File: src/hw/sys_defines.svh
/* System housekeeping constants
   Data widths, debounce timing and the 720p power-up video timing */

`ifndef SYS_DEFINES_SVH
`define SYS_DEFINES_SVH

// Data path widths
`define SYS_AUDIO_W  16
`define SYS_TIMING_W 12

// Debounce history length and default slow-tick divider
`define SYS_DEB_SAMPLES     8
`define SYS_DEB_DIV_DEFAULT 100000

// 1280x720@60 CEA timing held until the host sends its own
`define SYS_RST_WIDTH  1280
`define SYS_RST_HFP    110
`define SYS_RST_HS     40
`define SYS_RST_HBP    220
`define SYS_RST_HEIGHT 720
`define SYS_RST_VFP    5
`define SYS_RST_VS     5
`define SYS_RST_VBP    20

`endif

File: src/hw/sys_pkg.sv
/* System housekeeping types
   Host port, configuration registers, audio and LED bundles */

`include "sys_defines.svh"

package sys_pkg;

	// Host parallel I/O port as seen by the FPGA
	typedef struct packed {
		logic        uio;
		logic        clk;
		logic [15:0] din;
	} host_bus_t;

	typedef struct packed {
		logic dvi_mode;
		logic audio_96k;
		logic ypbpr_en;
		logic csync;
		logic vga_scaler;
		logic got;
	} host_cfg_t;

	typedef struct packed {
		logic [`SYS_TIMING_W-1:0] width;
		logic [`SYS_TIMING_W-1:0] hfp;
		logic [`SYS_TIMING_W-1:0] hs;
		logic [`SYS_TIMING_W-1:0] hbp;
		logic [`SYS_TIMING_W-1:0] height;
		logic [`SYS_TIMING_W-1:0] vfp;
		logic [`SYS_TIMING_W-1:0] vs;
		logic [`SYS_TIMING_W-1:0] vbp;
	} video_timing_t;

	typedef struct packed {
		logic [7:0] overtake;
		logic [7:0] state;
	} led_ctl_t;

	typedef struct packed {
		logic       mute;
		logic [3:0] shift;
	} vol_att_t;

	// Core audio with a mix select for the amount of stereo cross-feed
	typedef struct packed {
		logic signed [`SYS_AUDIO_W-1:0] left;
		logic signed [`SYS_AUDIO_W-1:0] right;
		logic                           is_signed;
		logic [1:0]                     mix;
	} audio_in_t;

	typedef struct packed {
		logic       user;
		logic [1:0] power;
		logic [1:0] disk;
	} led_src_t;

	typedef enum logic [7:0] {
		CMD_CFG    = 8'h01,
		CMD_TIMING = 8'h20,
		CMD_LED    = 8'h25,
		CMD_VOL    = 8'h26
	} host_cmd_e;

endpackage

File: src/hw/btn_debounce.sv
/* Button debouncer
   Samples the user and OSD buttons on a slow tick with 8-sample hysteresis */

`timescale 1ns/1ps
`include "sys_defines.svh"

module btn_debounce #(
	parameter int deb_div = `SYS_DEB_DIV_DEFAULT
) (
	input  logic       FPGA_CLK2_50,
	input  logic       resetd,
	input  logic       btn_user_n,
	input  logic       btn_osd_n,
	input  logic [1:0] key,
	output logic       btn_user,
	output logic       btn_osd
);

	localparam int DIV_W = $clog2(deb_div + 1);

	logic [DIV_W-1:0]                       div;
	logic [1:0]                             pressed;
	logic [1:0][`SYS_DEB_SAMPLES-1:0]       hist;
	logic [1:0]                             level;

	// Board key and header button are wired-or and both active low
	assign pressed = {~btn_user_n | ~key[1], ~btn_osd_n | ~key[0]};

	always_ff @(posedge FPGA_CLK2_50) begin
		if (resetd) begin
			div   <= '0;
			hist  <= '0;
			level <= '0;
		end else begin
			div <= (div == DIV_W'(deb_div)) ? '0 : div + 1'b1;
			if (div == '0) begin
				for (int i = 0; i < 2; i++) begin
					hist[i] <= {hist[i][`SYS_DEB_SAMPLES-2:0], pressed[i]};
					// Judge on the history before this sample
					if (&hist[i])
						level[i] <= 1'b1;
					else if (~|hist[i])
						level[i] <= 1'b0;
				end
			end
		end
	end

	assign btn_user = level[1];
	assign btn_osd  = level[0];

endmodule

File: src/hw/host_io_decoder.sv
/* Host I/O command decoder
   Synchronizes the host toggle line, acknowledges it and writes the command registers */

`timescale 1ns/1ps
`include "sys_defines.svh"

module host_io_decoder (
	input  logic                  FPGA_CLK2_50,
	input  logic                  resetd,
	input  sys_pkg::host_bus_t    host,
	output logic                  io_ack,
	output sys_pkg::host_cfg_t    cfg,
	output sys_pkg::video_timing_t timing,
	output sys_pkg::led_ctl_t     led_ctl,
	output sys_pkg::vol_att_t     vol_att
);

	import sys_pkg::*;

	localparam logic [3:0] TIMING_WORDS = 4'd8;

	logic      clk_meta;
	logic      clk_sync;
	logic      rack;
	logic      io_strobe;
	logic      pending;
	host_cmd_e cmd;
	logic [3:0] word_cnt;

	// ============================================================
	// Toggle line handshake
	// ============================================================

	always_ff @(posedge FPGA_CLK2_50) begin
		if (resetd) begin
			clk_meta <= 1'b0;
			clk_sync <= 1'b0;
			rack     <= 1'b0;
			io_ack   <= 1'b0;
		end else begin
			clk_meta <= host.clk;
			clk_sync <= clk_meta;
			rack     <= clk_sync;
			io_ack   <= rack;
		end
	end

	// Pulse for one cycle on the rising toggle, two cycles before io_ack
	assign io_strobe = clk_sync & ~rack;

	// ============================================================
	// Command and data words
	// ============================================================

	always_ff @(posedge FPGA_CLK2_50) begin
		if (resetd) begin
			pending  <= 1'b0;
			cmd      <= host_cmd_e'(8'h00);
			word_cnt <= '0;
			cfg      <= '0;
			timing   <= '{
				width:  `SYS_TIMING_W'(`SYS_RST_WIDTH),
				hfp:    `SYS_TIMING_W'(`SYS_RST_HFP),
				hs:     `SYS_TIMING_W'(`SYS_RST_HS),
				hbp:    `SYS_TIMING_W'(`SYS_RST_HBP),
				height: `SYS_TIMING_W'(`SYS_RST_HEIGHT),
				vfp:    `SYS_TIMING_W'(`SYS_RST_VFP),
				vs:     `SYS_TIMING_W'(`SYS_RST_VS),
				vbp:    `SYS_TIMING_W'(`SYS_RST_VBP)
			};
			led_ctl  <= '0;
			vol_att  <= '0;
		end else if (!host.uio) begin
			pending <= 1'b0;
		end else if (io_strobe) begin
			if (!pending) begin
				// First word of a transaction is the opcode
				pending  <= 1'b1;
				cmd      <= host_cmd_e'(host.din[7:0]);
				word_cnt <= '0;
			end else begin
				case (cmd)
					CMD_CFG: begin
						cfg.dvi_mode   <= host.din[7];
						cfg.audio_96k  <= host.din[6];
						cfg.ypbpr_en   <= host.din[5];
						cfg.csync      <= host.din[3];
						cfg.vga_scaler <= host.din[2];
						cfg.got        <= 1'b1;
					end
					CMD_TIMING: begin
						// Extra words past vbp are dropped
						if (word_cnt < TIMING_WORDS) begin
							word_cnt <= word_cnt + 1'b1;
							case (word_cnt[2:0])
								3'd0: timing.width  <= host.din[`SYS_TIMING_W-1:0];
								3'd1: timing.hfp    <= host.din[`SYS_TIMING_W-1:0];
								3'd2: timing.hs     <= host.din[`SYS_TIMING_W-1:0];
								3'd3: timing.hbp    <= host.din[`SYS_TIMING_W-1:0];
								3'd4: timing.height <= host.din[`SYS_TIMING_W-1:0];
								3'd5: timing.vfp    <= host.din[`SYS_TIMING_W-1:0];
								3'd6: timing.vs     <= host.din[`SYS_TIMING_W-1:0];
								default: timing.vbp <= host.din[`SYS_TIMING_W-1:0];
							endcase
						end
					end
					CMD_LED: led_ctl <= host.din;
					CMD_VOL: vol_att <= host.din[4:0];
					default: ;
				endcase
			end
		end
	end

endmodule

File: src/hw/audio_mixer.sv
/* Audio mixer
   Stereo cross-feed followed by mute and volume attenuation, two stages */

`timescale 1ns/1ps
`include "sys_defines.svh"

module audio_mixer (
	input  logic                    FPGA_CLK2_50,
	input  logic                    resetd,
	input  sys_pkg::audio_in_t      audio_src,
	input  sys_pkg::vol_att_t       vol_att,
	output logic [`SYS_AUDIO_W-1:0] audio_l,
	output logic [`SYS_AUDIO_W-1:0] audio_r
);

	localparam int AW = `SYS_AUDIO_W;

	logic [AW-1:0] mix_l;
	logic [AW-1:0] mix_r;
	logic          mix_signed;

	// Arithmetic shift for signed samples and logical shift on the raw pattern otherwise
	function automatic logic [AW-1:0] shift_r(input logic [AW-1:0] v,
		input logic [3:0] n, input logic sgn);
		if (sgn)
			shift_r = $signed(v) >>> n;
		else
			shift_r = v >> n;
	endfunction

	function automatic logic [AW-1:0] cross_mix(input logic [AW-1:0] own,
		input logic [AW-1:0] other, input logic [1:0] mix, input logic sgn);
		case (mix)
			2'd0: cross_mix = own;
			2'd1: cross_mix = own - shift_r(own, 4'd3, sgn) + shift_r(other, 4'd3, sgn);
			2'd2: cross_mix = own - shift_r(own, 4'd2, sgn) + shift_r(other, 4'd2, sgn);
			default: cross_mix = shift_r(own, 4'd1, sgn) + shift_r(other, 4'd1, sgn);
		endcase
	endfunction

	// ============================================================
	// Stage 1 channel mix
	// ============================================================

	always_ff @(posedge FPGA_CLK2_50) begin
		if (resetd) begin
			mix_l      <= '0;
			mix_r      <= '0;
			mix_signed <= 1'b0;
		end else begin
			mix_l      <= cross_mix(audio_src.left, audio_src.right, audio_src.mix,
				audio_src.is_signed);
			mix_r      <= cross_mix(audio_src.right, audio_src.left, audio_src.mix,
				audio_src.is_signed);
			mix_signed <= audio_src.is_signed;
		end
	end

	// ============================================================
	// Stage 2 mute and attenuation
	// ============================================================

	always_ff @(posedge FPGA_CLK2_50) begin
		if (resetd) begin
			audio_l <= '0;
			audio_r <= '0;
		end else if (vol_att.mute) begin
			audio_l <= '0;
			audio_r <= '0;
		end else begin
			audio_l <= shift_r(mix_l, vol_att.shift, mix_signed);
			audio_r <= shift_r(mix_r, vol_att.shift, mix_signed);
		end
	end

endmodule

File: src/hw/led_driver.sv
/* LED driver
   Status LED levels and the host override on the board LEDs */

`timescale 1ns/1ps

module led_driver (
	input  sys_pkg::led_src_t led_src,
	input  sys_pkg::led_ctl_t led_ctl,
	output logic              led_power,
	output logic              led_hdd,
	output logic              led_user,
	output logic [7:0]        led
);

	logic [7:0] led_default;

	// Power LED stays lit unless the core takes control of it
	assign led_power = led_src.power[1] ? led_src.power[0] : 1'b1;
	assign led_hdd   = led_src.disk[0];
	assign led_user  = led_src.user;

	assign led_default = {3'b000, led_power, 1'b0, led_hdd, 1'b0, led_user};

	// Host override bit by bit
	assign led = (led_ctl.overtake & led_ctl.state) | (~led_ctl.overtake & led_default);

endmodule

File: src/hw/sys_core.sv
/* System housekeeping top
   Buttons, host command registers, audio mixing and LEDs on one clock */

`timescale 1ns/1ps
`include "sys_defines.svh"

module sys_core #(
	parameter int deb_div = `SYS_DEB_DIV_DEFAULT
) (
	input  logic                    FPGA_CLK2_50,
	input  logic                    resetd,
	input  sys_pkg::host_bus_t      host,
	output logic                    io_ack,
	input  logic                    btn_user_n,
	input  logic                    btn_osd_n,
	input  logic [1:0]              key,
	output logic                    btn_user,
	output logic                    btn_osd,
	input  sys_pkg::audio_in_t      audio_src,
	output logic [`SYS_AUDIO_W-1:0] audio_l,
	output logic [`SYS_AUDIO_W-1:0] audio_r,
	input  sys_pkg::led_src_t       led_src,
	output logic                    led_power,
	output logic                    led_hdd,
	output logic                    led_user,
	output logic [7:0]              led,
	output sys_pkg::host_cfg_t      cfg,
	output sys_pkg::video_timing_t  timing
);

	import sys_pkg::*;

	led_ctl_t led_ctl;
	vol_att_t vol_att;

	btn_debounce #(
		.deb_div(deb_div)
	) i_btn_debounce (
		.FPGA_CLK2_50(FPGA_CLK2_50),
		.resetd      (resetd),
		.btn_user_n  (btn_user_n),
		.btn_osd_n   (btn_osd_n),
		.key         (key),
		.btn_user    (btn_user),
		.btn_osd     (btn_osd)
	);

	host_io_decoder i_host_io_decoder (
		.FPGA_CLK2_50(FPGA_CLK2_50),
		.resetd      (resetd),
		.host        (host),
		.io_ack      (io_ack),
		.cfg         (cfg),
		.timing      (timing),
		.led_ctl     (led_ctl),
		.vol_att     (vol_att)
	);

	audio_mixer i_audio_mixer (
		.FPGA_CLK2_50(FPGA_CLK2_50),
		.resetd      (resetd),
		.audio_src   (audio_src),
		.vol_att     (vol_att),
		.audio_l     (audio_l),
		.audio_r     (audio_r)
	);

	led_driver i_led_driver (
		.led_src  (led_src),
		.led_ctl  (led_ctl),
		.led_power(led_power),
		.led_hdd  (led_hdd),
		.led_user (led_user),
		.led      (led)
	);

endmodule

File: config.mk
export PLATFORM = sky130hd
export DESIGN_NAME = sys_core
export DESIGN_NICKNAME = d
export VERILOG_FILES = /design/src/hw/sys_pkg.sv /design/src/hw/btn_debounce.sv /design/src/hw/host_io_decoder.sv /design/src/hw/audio_mixer.sv /design/src/hw/led_driver.sv /design/src/hw/sys_core.sv
export VERILOG_INCLUDE_DIRS = /design/src /design/src/hw
export SDC_FILE = /design/constraint.sdc
export NUM_CORES = 1
export LEC_CHECK = 0
export BUFFER_PORTS_ARGS = -buffer_cell sky130_fd_sc_hd__buf_2
export CORE_MARGIN = 2
export CORE_UTILIZATION = 47
export CTS_CLUSTER_SIZE = 8
export DETAILED_ROUTE_END_ITERATION = 8
export GPL_TIMING_DRIVEN = 1
export HOLD_SLACK_MARGIN = 0.06
export MAX_ROUTING_LAYER = met4
export PLACE_DENSITY_LB_ADDON = 0.05
export SYNTH_ARGS = -nofsm -noshare
export SYNTH_HDL_FRONTEND = slang
export SYNTH_SLANG_ARGS = --single-unit
export TNS_END_PERCENT = 1
File: constraint.sdc
create_clock -name FPGA_CLK2_50 -period 4.3 [get_ports FPGA_CLK2_50]
set_input_delay 0.215 -clock FPGA_CLK2_50 [delete_from_list [all_inputs] [get_ports FPGA_CLK2_50]]
set_output_delay 0.215 -clock FPGA_CLK2_50 [all_outputs]
set_load 0.01 [all_outputs]
==> results of run 1 <==
## tightest hold or removal path, stage by stage
cell and delay, ns:
sky130_fd_sc_hd__buf_2 0.18, sky130_fd_sc_hd__nand2_1 0.08, sky130_fd_sc_hd__a21oi_1 0.05
## cell usage after synthesis, drive strengths merged, types with 5 or more instances
| cell | n | area share |
|---|---|---|
| dfxtp | 240 | 0.31 |
| nand2b | 15 | 0.0060 |
| nand2 | 191 | 0.046 |
| nor2 | 206 | 0.050 |
| mux4 | 18 | 0.026 |
| a311oi | 8 | 0.0045 |
| a31oi | 13 | 0.0071 |
| ha | 99 | 0.079 |
| xnor2 | 40 | 0.022 |
| xor2 | 29 | 0.016 |
| o21a | 18 | 0.0087 |
| a21o | 13 | 0.0064 |
| a211oi | 41 | 0.020 |
| a21boi | 5 | 0.0024 |
| and3 | 18 | 0.0074 |
| mux2 | 17 | 0.012 |
| inv | 172 | 0.041 |
| nand4 | 12 | 0.0048 |
| a21oi | 128 | 0.042 |
| mux2i | 110 | 0.071 |
| clkbuf | 71 | 0.020 |
| nor2b | 25 | 0.010 |
| or2 | 9 | 0.0036 |
| and2 | 14 | 0.0057 |
| or3 | 11 | 0.0045 |
| nor3 | 39 | 0.013 |
| buf | 28 | 0.011 |
| nand3 | 39 | 0.013 |
| o21bai | 8 | 0.0038 |
| o21ai | 48 | 0.016 |
| a22oi | 6 | 0.0029 |
| o211ai | 6 | 0.0032 |
| fa | 59 | 0.076 |
| nor4 | 10 | 0.0040 |
| a221oi | 6 | 0.0042 |
## metrics by stage
stage                util  power, mW  cells
floorplan               -       3.77   1822
global placement    0.515       4.24   2385
detailed placement  0.515       4.25   2385
CTS                 0.549       6.81   2436
global route        0.549       7.15   2439
finish              0.549       6.76   2439
## registers in the layout, indices dropped and copies added, names as in the netlist, 2 cells and up
name                        flops
i_btn_debounce.div             17
i_audio_mixer.mix_l            16
i_host_io_decoder.cmd           8
i_host_io_decoder.led_ctl      16
i_audio_mixer.mix_r            16
i_audio_mixer.audio_l          16
i_host_io_decoder.timing       96
i_btn_debounce.hist            16
i_host_io_decoder.vol_att       5
i_host_io_decoder.cfg           6
i_host_io_decoder.word_cnt      4
i_audio_mixer.audio_r          16
i_btn_debounce.level            2
## routing by layer
layer	routed length (µm)	vias to the layer above
met1	20700	6123
met2	18300	397
met3	2610	59
met4	847	0
met5	0	-
li1	-	6507
## final cells by class
class | instances | area share
multi-input combinational | 1309 | 0.540
sequential | 240 | 0.268
timing repair buffer | 231 | 0.0691
clock buffer | 36 | 0.0503
inverter | 174 | 0.0365
tap | 442 | 0.0309
clock inverter | 4 | 0.00475
antenna | 3 | 0.000419
## power breakdown
group	internal [mW]	switching [mW]
combinational	0.780	1.09
clock	1.59	0.916
sequential	2.32	0.0636
## worst paths after layout
kind | to | slack (ns) | depth (start not counted) | start
worst min-delay path | i_host_io_decoder.timing[35]$_SDFFE_PP0P_ | 0.09 | 3 | host[11]
worst max register to register | i_host_io_decoder.timing[94]$_SDFFE_PP1P_ | 1.53 | 7 | i_host_io_decoder.cmd[7]$_SDFFE_PP0P_
worst max-delay path | i_audio_mixer.mix_l[15]$_SDFF_PP0_ | 1.11 | 13 | audio_src[7]
worst min register to register | i_host_io_decoder.timing[20]$_SDFFE_PP0P_ | 0.45 | 2 | i_host_io_decoder.timing[20]$_SDFFE_PP0P_
## kinds of logic after synthesis
logic type	Yosys count	synth area share
DFF	240	0.308
AOI/OAI and AO/OA	336	0.143
xor gates and xnor gates	69	0.0387
adders and majority gates	158	0.155
muxes	145	0.109
and+or+nand+nor	601	0.174
buffers and inverters	273	0.0726
==> out/qor.log, run 1 <==
INFO  cells_and_area drive_gt1_frac=0.166
INFO  critical_path  worst-setup-path-type=input pin to flip-flop
INFO  timing         timing.final.max_slew_violations=0
INFO  critical_path  cells_along_the_critical_path=buf_2 > inv_1 > fa_1 > inv_1 > ha_1 > a211oi_1 > o21ai_0 > a2111oi_0 > nor3_1 > a31oi_1 > xnor2_1 > a21oi_1 > o21ai_0
INFO  timing         fmax=314MHz
INFO  global_route   wire_length_of_the_first_global_routing_pass=65800µm
INFO  clocking       clock_tree.buffer_depth=3
INFO  clocking       number_of_clock_sinks=240
INFO  yosys          synth_area=15600µm²
INFO  timing         timing.setup.tns=0ns
INFO  yosys          syn_inst=1822
INFO  timing         post-route-worst-setup-slack=1.11ns
INFO  placed_design  place_congestion=0.933
INFO  timing         period_share=0.742
INFO  critical_path  critical_path.n_buffers_inverters=3
INFO  floorplan      chipWidth=186µm
INFO  yosys          synth_flop_cell=sky130_fd_sc_hd__dfxtp_1
INFO  timing         rsz0062_at_grt=no
INFO  cells_and_area layout-area-overhead-vs-synth=14.8%
INFO  global_route   grt_use_met3=0.0358
INFO  placed_design  dpl_cell_area=16800µm²
INFO  drt            route.antenna.remaining_nets=0
INFO  timing         setup-violations-final=0
INFO  global_route   gr-total-overflow=0
INFO  timing         holdWs=0.0864ns
INFO  global_route   grtUsageMet2=0.371
INFO  yosys          ys_async_sr_fraction=0
INFO  status         status=completed
INFO  yosys          synth_fp_nets=2044
INFO  clocking       clk-insertion-delay-late=0.50ns
INFO  drt            drt_pre_antenna_iters=5
INFO  floorplan      num_io_pins=212
INFO  drt            routed_wl=42400µm
INFO  placed_design  dp_hpwl=32000µm
INFO  yosys          synth_warnings=0
INFO  timing         max_transition_margin=0.249
INFO  clocking       clock_tree.root_cell=sky130_fd_sc_hd__clkbuf_16
INFO  clocking       cts-htree-levels=2
INFO  critical_path  startpoint_type=input pin
INFO  drt            drt-wirelength-per-cell=17.4µm
INFO  cells_and_area mostFrequentLayoutCells=238 x sky130_fd_sc_hd__dfxtp_1, 209 x sky130_fd_sc_hd__buf_2, 204 x sky130_fd_sc_hd__nor2_1
INFO  flow_run       timing.max_cap.violations=0
INFO  power          power_leakage=8.00nW
INFO  min_path       timing.hold.worst.class=input pin to flip-flop
INFO  clocking       clk_transition_reported_paths=0.05ns
INFO  global_route   grt_max_degree=74
INFO  floorplan      fp.dieArea=34700µm²
INFO  critical_path  cpLargestDelayFamily=compound AO/OA/AOI/OAI gates
INFO  clocking       tritoncts=built
INFO  floorplan      floorplan.rows=66
INFO  cells_and_area register_area=4810µm²
INFO  timing         final.min_clock_period=3.19ns
INFO  placed_design  io_buffers=210
INFO  cells_and_area filler_cell_count=3097
INFO  yosys          number_of_enable_type_register_cells_in_the_synthesized_netlist=0
INFO  timing         report.final.hold_viol_count=0
INFO  yosys          ys_seq_elements=240
INFO  critical_path  timing.critical_path.slowest_stage_cell=sky130_fd_sc_hd__fa_1
INFO  cells_and_area final_common_cell=sky130_fd_sc_hd__dfxtp_1
INFO  drt            route.detailed.vias_per_inst=5.37
INFO  yosys          synth_seq_area_share=0.308
INFO  global_route   global_route.usage.met1=0.360
INFO  global_route   globalRouteTotalUtil=0.250
INFO  cells_and_area multi_input_comb_area=9670µm²
INFO  power          p_per_area=377nW/µm²
INFO  critical_path  worstPathMaxFanout=6
INFO  timing         slew_worst_pin=1.12ns
INFO  yosys          syn_area_per_cell=8.56µm²
INFO  critical_path  cp.required=4.71ns
INFO  global_route   grt.busiest_layer=met2
INFO  floorplan      design.core.area=32600µm²
INFO  clocking       count_of_buffers_added_by_post_cts_timing_repair_for_setup=0
INFO  drt            drt-initial-drc-count=686
INFO  global_route   grt_antenna_before_repair=4
INFO  floorplan      start_util=0.478
INFO  critical_path  critPathArrivalTime=3.60ns
INFO  cells_and_area finish.instance_area=17900µm²
INFO  floorplan      die_h=186µm
INFO  placed_design  dp_worst_setup_slack=0.666ns
INFO  drt            post-route-drc-count=0
INFO  global_route   grt_pass1_vias=12297
INFO  power          ir_drop=0.225mV
INFO  critical_path  worst_setup_path_end_kind=flip-flop
INFO  critical_path  max_stage_delay=0.62ns
INFO  cells_and_area design.final.nets=2214
INFO  drt            dr_total_vias=13086
INFO  clocking       cts_inserted_buffers=36
INFO  timing         finClkSkew=0.0171ns
INFO  yosys          ys_types=83
INFO  clocking       cts-resized-gates=0
INFO  clocking       hold_buffers=11
Note: power is estimated with default switching activity, not from simulation.
==> run 2, diff against run 1 <==
--- a/config.mk
+++ b/config.mk
@@ -6,6 +6,7 @@
 export SDC_FILE = /design/constraint.sdc
 export NUM_CORES = 1
 export LEC_CHECK = 0
+export ABC_AREA = 1
 export BUFFER_PORTS_ARGS = -buffer_cell sky130_fd_sc_hd__buf_2
 export CORE_MARGIN = 2
 export CORE_UTILIZATION = 47
==> constraint.sdc (replaced) <==
create_clock -name FPGA_CLK2_50 -period 3 [get_ports FPGA_CLK2_50]
set_input_delay 0.15 -clock FPGA_CLK2_50 [delete_from_list [all_inputs] [get_ports FPGA_CLK2_50]]
set_output_delay 0.15 -clock FPGA_CLK2_50 [all_outputs]
set_load 0.01 [all_outputs]
==> run 2 against run 1 <==
Register-to-register slack worse by 0.70 ns. Utilization up 0.99 points. Via count up 26%. First-iteration DRC count up 27%. Sequential share of layout area down 2.5 points. Synthesized cell count up 35%. Hold slack worse by 0.0026 ns. Clock-buffer cell count down 1. Sequential power up 43%. Worst setup slack worse by 1.0 ns. Die area up 6.9%. Critical endpoint is now i_audio_mixer.mix_l[7]$_SDFF_PP0_.
==> out/qor.log, run 2 <==
INFO  critical_path  crit_start=audio_src[21] [was audio_src[7]]
INFO  placed_design  place_congestion=0.962 [was 0.933]
INFO  yosys          synth_area_leader_cell=sky130_fd_sc_hd__dfxtp_1 [unchanged]
INFO  yosys          synth_area=16700µm² [was 15600 µm²]
INFO  placed_design  io_buffers=210 [unchanged]
INFO  critical_path  startpoint_type=input pin [unchanged]
INFO  floorplan      die_h=192µm [was 186 µm]
INFO  timing         timing.final.max_slew_violations=0 [unchanged]
INFO  global_route   grt_pass1_vias=15165 [was 12297]
INFO  clocking       cts_inserted_buffers=35 [was 36]
INFO  drt            post-route-drc-count=0 [unchanged]
INFO  critical_path  critPathArrivalTime=3.24ns [was 3.60 ns]
INFO  timing         rsz0062_at_grt=yes [was no]
INFO  power          total_power=9.66mW [was 6.76 mW]
INFO  power          power.clock.fraction=0.346 [was 0.371]
INFO  timing         report.final.hold_viol_count=0 [unchanged]
INFO  drt            route.detailed.vias_per_inst=5.15 [was 5.37]
INFO  timing         holdWs=0.0838ns [was 0.0864 ns]
INFO  clocking       clk_transition_reported_paths=0.04ns [was 0.05 ns]
INFO  yosys          netlist.area_leader.share=0.288 [was 0.308]
INFO  timing         period_share=0.965
INFO  yosys          synth_fp_nets=2688 [was 2044]
INFO  drt            dr_total_vias=16462 [was 13086]
INFO  yosys          ys_top_cells_by_count=585 x sky130_fd_sc_hd__nand2_1, 455 x sky130_fd_sc_hd__inv_1, 240 x sky130_fd_sc_hd__dfxtp_1 [was 240 x sky130_fd_sc_hd__dfxtp_1, 204 x sky130_fd_sc_hd__nor2_1, 191 x sky130_fd_sc_hd__nand2_1]
INFO  floorplan      fp.dieArea=37000µm² [was 34700 µm²]
INFO  placed_design  dp_hpwl=41100µm [was 32000 µm]
INFO  drt            routed_wl=51600µm [was 42400 µm]
INFO  critical_path  worstPathMaxFanout=6 [unchanged]
INFO  power          p_per_area=489nW/µm² [was 377 nW/µm²]
INFO  placed_design  placed_cells=3132 [was 2385]
INFO  yosys          synth_warnings=0 [unchanged]
INFO  placed_design  dpl_cell_area=18600µm² [was 16800 µm²]
INFO  power          sw_frac_of_total=0.337 [was 0.306]
INFO  drt            route.antenna.remaining_nets=0 [unchanged]
INFO  critical_path  timing.critical_path.slowest_stage_cell=sky130_fd_sc_hd__dlygate4sd3_1 [was sky130_fd_sc_hd__fa_1]
INFO  yosys          synth_seq_area_share=0.288 [was 0.308]
INFO  yosys          number_of_enable_type_register_cells_in_the_synthesized_netlist=0 [unchanged]
INFO  cells_and_area finish.instance_area=19700µm² [was 17900 µm²]
INFO  status         status=completed [unchanged]
INFO  power          power_leakage=10.1nW [was 8.00 nW]
INFO  critical_path  critical_path.n_buffers_inverters=4 [was 3]
INFO  flow_run       timing.max_cap.violations=0 [unchanged]
INFO  critical_path  ff2ff_setup_slack=0.83ns [was 1.53 ns]
INFO  cells_and_area layout-area-overhead-vs-synth=18.3% [was 14.8%]
INFO  clocking       number_of_clock_sinks=240 [unchanged]
INFO  floorplan      chipWidth=192µm [was 186 µm]
INFO  timing         setup-violations-final=0 [unchanged]
INFO  clocking       cts-htree-levels=2 [unchanged]
INFO  power          comb_power_share=0.302 [was 0.276]
INFO  clocking       clock_tree.root_cell=sky130_fd_sc_hd__clkbuf_16 [unchanged]
INFO  critical_path  worst-setup-path-type=input pin to flip-flop [unchanged]
INFO  cells_and_area drive_gt1_frac=0.150 [was 0.166]
INFO  cells_and_area mostFrequentLayoutCells=584 x sky130_fd_sc_hd__nand2_1, 454 x sky130_fd_sc_hd__inv_1, 240 x sky130_fd_sc_hd__dfxtp_1 [was 238 x sky130_fd_sc_hd__dfxtp_1, 209 x sky130_fd_sc_hd__buf_2, 204 x sky130_fd_sc_hd__nor2_1]
INFO  clocking       clk-insertion-delay-late=0.50ns [about the same]
INFO  global_route   globalRouteTotalUtil=0.281 [was 0.250]
INFO  timing         max_transition_margin=0.488 [was 0.249]
INFO  critical_path  worst_r2r_startpoint=i_host_io_decoder.cmd[7]$_SDFFE_PP0P_ [unchanged]
INFO  critical_path  cp.depth=15 [was 13]
INFO  floorplan      design.core.area=35300µm² [was 32600 µm²]
INFO  critical_path  cells_along_the_critical_path=dlygate4sd3_1 > buf_2 > clkinvlp_4 > fa_1 > inv_1 > ha_1 > a21oi_1 > nand2_1 > nand2_1 > nand2_1 > or2_2 > nand3_1 > nand3_1 > nor2_2 > nor2_1 [was buf_2 > inv_1 > fa_1 > inv_1 > ha_1 > a211oi_1 > o21ai_0 > a2111oi_0 > nor3_1 > a31oi_1 > xnor2_1 > a21oi_1 > o21ai_0]
INFO  yosys          netlist_top_cells_area=sky130_fd_sc_hd__dfxtp_1 29%, sky130_fd_sc_hd__nand2_1 13%, sky130_fd_sc_hd__inv_1 10%, sky130_fd_sc_hd__ha_1 7.4%, sky130_fd_sc_hd__fa_1 7.1% [was sky130_fd_sc_hd__dfxtp_1 31%, sky130_fd_sc_hd__ha_1 7.9%, sky130_fd_sc_hd__fa_1 7.6%, sky130_fd_sc_hd__mux2i_1 7.1%, sky130_fd_sc_hd__nor2_1 4.9%]
INFO  placed_design  dp_worst_setup_slack=0.147ns [was 0.666 ns]
INFO  timing         fmax=346MHz
INFO  timing         post-route-worst-setup-slack=0.106ns [was 1.11 ns]
INFO  global_route   grt_max_degree=71 [was 74]
INFO  critical_path  ff2ff_path_depth=12 [was 7]
INFO  drt            drt-initial-drc-count=873 [was 686]
INFO  power          ir_drop=0.442mV [was 0.225 mV]
INFO  global_route   grt_antenna_before_repair=2 [was 4]
INFO  yosys          syn_inst=2466 [was 1822]
INFO  yosys          ys_async_sr_fraction=0 [unchanged]
INFO  critical_path  worst_r2r_endpoint=i_host_io_decoder.timing[21]$_SDFFE_PP0P_ [was i_host_io_decoder.timing[94]$_SDFFE_PP1P_]
INFO  yosys          ys_seq_elements=240 [unchanged]
INFO  yosys          syn_area_per_cell=6.77µm² [was 8.56 µm²]
INFO  power          pwr-share-seq=0.352 [was 0.353]
INFO  global_route   gr-total-overflow=0 [unchanged]
INFO  timing         finClkSkew=0.0134ns [was 0.0171 ns]
INFO  cells_and_area largest_register_ffs=96 [unchanged]
INFO  critical_path  cp.required=3.34ns [was 4.71 ns]
INFO  floorplan      num_io_pins=212 [unchanged]
INFO  critical_path  worst_setup_path_end_kind=flip-flop [unchanged]
INFO  power          netsw=3.25mW [was 2.07 mW]
INFO  timing         final.min_clock_period=2.89ns
INFO  power          cell_internal_power=6.40mW [was 4.69 mW]
INFO  cells_and_area register_with_the_most_flip_flops=i_host_io_decoder.timing [unchanged]
INFO  cells_and_area final_common_cell=sky130_fd_sc_hd__nand2_1 [was sky130_fd_sc_hd__dfxtp_1]
INFO  floorplan      start_util=0.473 [was 0.478]
INFO  cells_and_area top_regs=i_host_io_decoder.timing: 96 flops, i_btn_debounce.div: 17 flops [unchanged]
INFO  critical_path  max_stage_delay=0.55ns [was 0.62 ns]
INFO  timing         slew_worst_pin=0.768ns [was 1.12 ns]
INFO  critical_path  worst_path_most_repeated_cell=sky130_fd_sc_hd__nand2_1
INFO  floorplan      floorplan.rows=69 [was 66]
INFO  critical_path  critical_path.endpoint=i_audio_mixer.mix_l[7]$_SDFF_PP0_ [was i_audio_mixer.mix_l[15]$_SDFF_PP0_]
INFO  clocking       clock_tree.buffer_depth=3 [unchanged]
INFO  yosys          synth_flop_cell=sky130_fd_sc_hd__dfxtp_1 [unchanged]
INFO  yosys          ys_types=53 [was 83]
INFO  cells_and_area number_of_cells_in_the_finished_layout_apart_from_fillers=3198 [was 2439]
INFO  clocking       tritoncts=built [unchanged]
INFO  critical_path  cpLargestDelayFamily=simple AND/OR/NAND/NOR gates [was compound AO/OA/AOI/OAI gates]
INFO  yosys          yosysMostFrequentCell=sky130_fd_sc_hd__nand2_1 [was sky130_fd_sc_hd__dfxtp_1]
INFO  min_path       timing.hold.worst.class=input pin to flip-flop [unchanged]
INFO  cells_and_area design.final.nets=2958 [was 2214]
INFO  drt            drt-wirelength-per-cell=16.1µm [was 17.4 µm]
INFO  drt            drt_pre_antenna_iters=5 [unchanged]
INFO  global_route   wire_length_of_the_first_global_routing_pass=79300µm [was 65800 µm]
[run 2: cell types whose count changed in the layout (fill, tap and decap cells not counted), moves of 21 or more]
cell and delta:
sky130_fd_sc_hd__nand2_1 +393, sky130_fd_sc_hd__inv_1 +282, sky130_fd_sc_hd__nand3_1 +131, sky130_fd_sc_hd__mux2i_1 -107
sky130_fd_sc_hd__buf_4 +64, sky130_fd_sc_hd__o21ai_0 +44, sky130_fd_sc_hd__xnor2_1 -37, sky130_fd_sc_hd__a211oi_2 +28
sky130_fd_sc_hd__o211ai_1 +28, sky130_fd_sc_hd__a21oi_1 +27, sky130_fd_sc_hd__xor2_1 -26, sky130_fd_sc_hd__nor2b_1 -25
sky130_fd_sc_hd__nor2_1 +21
[run 2: worst min-delay path by stage]
stage          slack, ns          from  cells past startpoint                                     to
3_5_place_dp        0.39      host[16]                      3  i_host_io_decoder.clk_meta$_SDFF_PP0_
3_3_place_gp        0.39      host[16]                      3  i_host_io_decoder.clk_meta$_SDFF_PP0_
2_1_floorplan       0.26  audio_src[2]                      2    i_audio_mixer.mix_signed$_SDFF_PP0_
5_1_grt             0.10  audio_src[3]                      3      i_audio_mixer.mix_r[0]$_SDFF_PP0_
6_report            0.08  audio_src[3]                      3      i_audio_mixer.mix_r[0]$_SDFF_PP0_
4_1_cts             0.07  audio_src[3]                      3      i_audio_mixer.mix_r[0]$_SDFF_PP0_
[run 2: layout make-up]
| type | instances | area [µm²] |
|---|---|---|
| fill | 3535 | 15600 |
| multi-input combinational | 1684 | 9830 |
| sequential | 240 | 4800 |
| timing repair buffer | 312 | 1900 |
| inverter | 463 | 1740 |
| clock buffer | 35 | 876 |
| tap | 461 | 577 |
| clock inverter | 1 | 8.76 |
| antenna | 2 | 5.00 |
[run 2: per-stage QoR]
| stage | util | setup TNS [ns] |
|---|---|---|
| 2_1_floorplan | - | 0 |
| 3_3_place_gp | 0.525 | 0 |
| 3_5_place_dp | 0.525 | 0 |
| 4_1_cts | 0.558 | 0 |
| 5_1_grt | 0.559 | -0.00911 |
| 6_report | 0.559 | 0 |
[run 2: power by group through the flow]
stage          logic, mW  registers [mW]  clock network, mW
2_1_floorplan       1.95            3.46                  0
4_1_cts             2.90            3.40               3.42
6_report            2.92            3.40               3.34
5_1_grt             3.31            3.41               3.53
3_3_place_gp        2.82            3.46                  0
3_5_place_dp        2.86            3.46                  0
[run 2: routing by layer]
layer | up-vias | GRT usage | wire, µm | share of wire
met1 | 7558 | 0.331 | 22100 | 0.43
met4 | 0 | 0.106 | 1750 | 0.034
met3 | 101 | 0.0316 | 2330 | 0.045
met5 | - | - | 0 | 0
li1 | 8389 | - | - | -
met2 | 414 | 0.493 | 25500 | 0.49
[run 2: logic make-up after synthesis]
kind of cell | Yosys count | share of synthesized area
adders and majority gates | 158 | 0.145
xor gates and xnor gates | 6 | 0.00315
and+or+nand+nor | 1106 | 0.282
muxes | 6 | 0.00382
AOI/OAI and AO/OA | 408 | 0.153
DFF | 240 | 0.288
buffers and inverters | 542 | 0.125
[run 2: worst min-delay path: stages]
cell and delay (ns):
sky130_fd_sc_hd__buf_2 0.12, sky130_fd_sc_hd__nand2_1 0.06, sky130_fd_sc_hd__a41oi_1 0.15
[run 2: timing repair]
item,4_1_cts,5_1_grt
hold buffers,27,0
endpoints found under the setup margin,0,5
resized for setup,0,7
hold endpoints to repair,63,0
setup buffers,0,1
==> run 3, diff against run 2 <==
--- a/config.mk
+++ b/config.mk
@@ -6,11 +6,10 @@
 export SDC_FILE = /design/constraint.sdc
 export NUM_CORES = 1
 export LEC_CHECK = 0
-export ABC_AREA = 1
-export BUFFER_PORTS_ARGS = -buffer_cell sky130_fd_sc_hd__buf_2
+export BUFFER_PORTS_ARGS = -buffer_cell sky130_fd_sc_hd__buf_4
 export CORE_MARGIN = 2
 export CORE_UTILIZATION = 47
-export CTS_CLUSTER_SIZE = 8
+export CTS_CLUSTER_SIZE = 24
 export DETAILED_ROUTE_END_ITERATION = 8
 export GPL_TIMING_DRIVEN = 1
 export HOLD_SLACK_MARGIN = 0.06
==> run 3 against run 2 <==
Sequential power barely moved. Largest power group unchanged. Highest routed layer unchanged. Hold slack better by 0.0081 ns. Worst setup slack improved by 0.14 ns. Critical endpoint is now i_audio_mixer.mix_l[15]$_SDFF_PP0_.
==> out/qor.log, run 3 (synthesis gave the netlist of run 1 again) <==
INFO  status         status=completed [unchanged]
INFO  global_route   globalRouteTotalUtil=0.266 [was 0.281]
INFO  clocking       clk-insertion-delay-late=0.54ns [was 0.50 ns]
INFO  critical_path  crit_start=audio_src[32] [was audio_src[21]]
INFO  placed_design  io_buffers=210 [unchanged]
INFO  cells_and_area layout-area-overhead-vs-synth=24.5% [was 18.3%]
INFO  timing         final.min_clock_period=2.76ns [was 2.89 ns]
INFO  critical_path  cp.required=3.39ns [was 3.34 ns]
INFO  global_route   wire_length_of_the_first_global_routing_pass=70500µm [was 79300 µm]
INFO  drt            routed_wl=45000µm [was 51600 µm]
INFO  drt            route.antenna.remaining_nets=0 [unchanged]
INFO  global_route   grt_max_degree=67 [was 71]
INFO  clocking       cts_inserted_buffers=26 [was 35]
INFO  timing         finClkSkew=0.0231ns [was 0.0134 ns]
INFO  cells_and_area largest_register_ffs=96 [unchanged]
INFO  timing         rsz0062_at_grt=no [was yes]
INFO  drt            drt_pre_antenna_iters=7 [was 5]
INFO  drt            drt-initial-drc-count=835 [was 873]
INFO  floorplan      fp.dieArea=34700µm² [was 37000 µm²]
INFO  floorplan      floorplan.rows=66 [was 69]
INFO  timing         period_share=0.918 [was 0.965]
INFO  cells_and_area design.final.nets=2357 [was 2958]
INFO  floorplan      num_io_pins=212 [unchanged]
INFO  cells_and_area drive_gt1_frac=0.219 [was 0.150]
INFO  floorplan      design.core.area=32600µm² [was 35300 µm²]
INFO  cells_and_area final_common_cell=sky130_fd_sc_hd__buf_4 [was sky130_fd_sc_hd__nand2_1]
INFO  cells_and_area mostFrequentLayoutCells=360 x sky130_fd_sc_hd__buf_4, 238 x sky130_fd_sc_hd__dfxtp_1, 204 x sky130_fd_sc_hd__nor2_1 [was 584 x sky130_fd_sc_hd__nand2_1, 454 x sky130_fd_sc_hd__inv_1, 240 x sky130_fd_sc_hd__dfxtp_1]
INFO  critical_path  critical_path.endpoint=i_audio_mixer.mix_l[15]$_SDFF_PP0_ [was i_audio_mixer.mix_l[7]$_SDFF_PP0_]
INFO  power          total_power=9.44mW [was 9.66 mW]
INFO  drt            dr_total_vias=13746 [was 16462]
INFO  cells_and_area top_regs=i_host_io_decoder.timing: 96 flops, i_btn_debounce.div: 17 flops [unchanged]
INFO  clocking       number_of_clock_sinks=240 [unchanged]
INFO  global_route   grt_antenna_before_repair=0 [was 2]
INFO  critical_path  worstPathMaxFanout=5 [was 6]
INFO  critical_path  worst_r2r_startpoint=i_host_io_decoder.cmd[7]$_SDFFE_PP0P_ [unchanged]
INFO  power          power_leakage=8.75nW [was 10.1 nW]
INFO  timing         max_transition_margin=0.531 [was 0.488]
INFO  timing         setup-violations-final=0 [unchanged]
INFO  critical_path  worst_r2r_endpoint=i_host_io_decoder.timing[8]$_SDFFE_PP0P_ [was i_host_io_decoder.timing[21]$_SDFFE_PP0P_]
INFO  drt            post-route-drc-count=0 [unchanged]
INFO  timing         timing.final.max_slew_violations=0 [unchanged]
INFO  timing         report.final.hold_viol_count=0 [unchanged]
INFO  clocking       clk_transition_reported_paths=0.06ns [was 0.04 ns]
INFO  min_path       timing.hold.worst.start=audio_src[0] [was audio_src[3]]
INFO  cells_and_area antennaDiodeCount=0 [was 2]
INFO  floorplan      chipWidth=186µm [was 192 µm]
INFO  clocking       cts-htree-levels=1 [was 2]
INFO  timing         post-route-worst-setup-slack=0.245ns [was 0.106 ns]
INFO  critical_path  worst_setup_path_end_kind=flip-flop [unchanged]
INFO  cells_and_area number_of_cells_in_the_finished_layout_apart_from_fillers=2592 [was 3198]
INFO  global_route   grt_pass1_vias=13118 [was 15165]
INFO  placed_design  dp_hpwl=34400µm [was 41100 µm]
INFO  cells_and_area register_with_the_most_flip_flops=i_host_io_decoder.timing [unchanged]
INFO  clocking       clock_tree.buffer_depth=3 [unchanged]
INFO  min_path       timing.hold.worst.class=input pin to flip-flop [unchanged]
INFO  drt            drt-wirelength-per-cell=17.3µm [was 16.1 µm]
INFO  placed_design  placed_cells=2525 [was 3132]
INFO  timing         slew_worst_pin=0.704ns [was 0.768 ns]
INFO  power          ir_drop=0.406mV [was 0.442 mV]
INFO  placed_design  dp_worst_setup_slack=-0.214ns [was 0.147 ns]
INFO  placed_design  dpl_cell_area=18400µm² [was 18600 µm²]
INFO  global_route   gr-total-overflow=0 [unchanged]
INFO  timing         fmax=363MHz [was 346 MHz]
INFO  critical_path  ff2ff_setup_slack=0.57ns [was 0.83 ns]
INFO  drt            route.detailed.vias_per_inst=5.30 [was 5.15]
INFO  cells_and_area finish.instance_area=19400µm² [was 19700 µm²]
INFO  flow_run       timing.max_cap.violations=0 [unchanged]
INFO  critical_path  worst-setup-path-type=input pin to flip-flop [unchanged]
INFO  placed_design  place_congestion=0.887 [was 0.962]
INFO  floorplan      start_util=0.478 [was 0.473]
INFO  clocking       count_of_buffers_added_by_post_cts_timing_repair_for_setup=0 [unchanged]
INFO  clocking       tritoncts=built [unchanged]
INFO  critical_path  ff2ff_path_depth=7 [was 12]
INFO  floorplan      die_h=186µm [was 192 µm]
INFO  critical_path  critPathArrivalTime=3.14ns [was 3.24 ns]
INFO  power          p_per_area=486nW/µm² [was 489 nW/µm²]
INFO  critical_path  startpoint_type=input pin [unchanged]
INFO  clocking       clock_tree.root_cell=sky130_fd_sc_hd__clkbuf_16 [unchanged]
-- run 3: changes by cell type in the layout (fill, tap and decap cells not counted), moves of 37 or more --
cell | previous run | this run
sky130_fd_sc_hd__buf_2 | 209 | 0
sky130_fd_sc_hd__buf_4 | 75 | 360
sky130_fd_sc_hd__mux2i_1 | 3 | 110
sky130_fd_sc_hd__xnor2_1 | 3 | 40
sky130_fd_sc_hd__inv_1 | 454 | 172
sky130_fd_sc_hd__o21ai_0 | 87 | 43
sky130_fd_sc_hd__nand2_1 | 584 | 191
sky130_fd_sc_hd__nand3_1 | 170 | 39
-- run 3: stage by stage --
stage	setup TNS, ns	hold slack, ns	util
6_report	0	0.0919	0.596
5_1_grt	0	0.112	0.596
3_5_place_dp	-1.56	0.347	0.564
4_1_cts	0	0.0615	0.596
3_3_place_gp	-1.04	0.344	0.564
2_1_floorplan	0	0.259	-
-- run 3: worst max-delay path: stages --
cell	delay, ns
sky130_fd_sc_hd__dlygate4sd3_1	0.54
sky130_fd_sc_hd__buf_4	0.17
sky130_fd_sc_hd__fa_1	0.47
sky130_fd_sc_hd__inv_1	0.04
sky130_fd_sc_hd__ha_1	0.32
sky130_fd_sc_hd__nand4_1	0.11
sky130_fd_sc_hd__nor3_1	0.23
sky130_fd_sc_hd__a2111oi_1	0.12
sky130_fd_sc_hd__buf_4	0.17
sky130_fd_sc_hd__nor3_1	0.31
sky130_fd_sc_hd__a31oi_1	0.15
sky130_fd_sc_hd__xnor2_1	0.14
sky130_fd_sc_hd__a21oi_1	0.14
sky130_fd_sc_hd__o21ai_0	0.08
-- run 3: what timing repair did --
action                                  4_1_cts  5_1_grt
hold buffers                                 24        0
hold endpoints to repair                    137        0
endpoints found under the setup margin        0        1
gates resized for setup                       0        1
-- run 3: where the power goes --
group	leakage [nW]	switching, mW	internal (mW)
sequential	1.95	0.108	3.32
clock	0.395	1.25	1.73
combinational	6.40	1.62	1.41
total	8.75	2.98	6.46
-- run 3: worst min path at each step --
stage	to	slack [ns]	cells after the start
3_3_place_gp	i_btn_debounce.hist[8]$_SDFFE_PP0P_	0.34	2
6_report	i_audio_mixer.mix_r[10]$_SDFF_PP0_	0.09	3
4_1_cts	i_audio_mixer.mix_r[10]$_SDFF_PP0_	0.06	3
5_1_grt	i_audio_mixer.mix_r[10]$_SDFF_PP0_	0.11	3
3_5_place_dp	i_btn_debounce.hist[0]$_SDFFE_PP0P_	0.35	2
2_1_floorplan	i_btn_debounce.hist[0]$_SDFFE_PP0P_	0.26	1
-- run 3: area by class of cell --
class / count / area [µm²]
fill: 2996 / 13200
multi-input combinational: 1309 / 9670
sequential: 240 / 4810
timing repair buffer: 384 / 2940
clock buffer: 36 / 748
inverter: 174 / 653
tap: 442 / 553
clock inverter: 7 / 52.6
-- run 3: layer usage --
metal  wire (µm)  part of all wire  vias up  track usage
met5           0                 0        -            -
met1       22300              0.50     6581        0.385
met4         735             0.016        0       0.0504
met2       19800              0.44      324        0.407
met3        2120             0.047       44       0.0241
li1            -                 -     6797            -
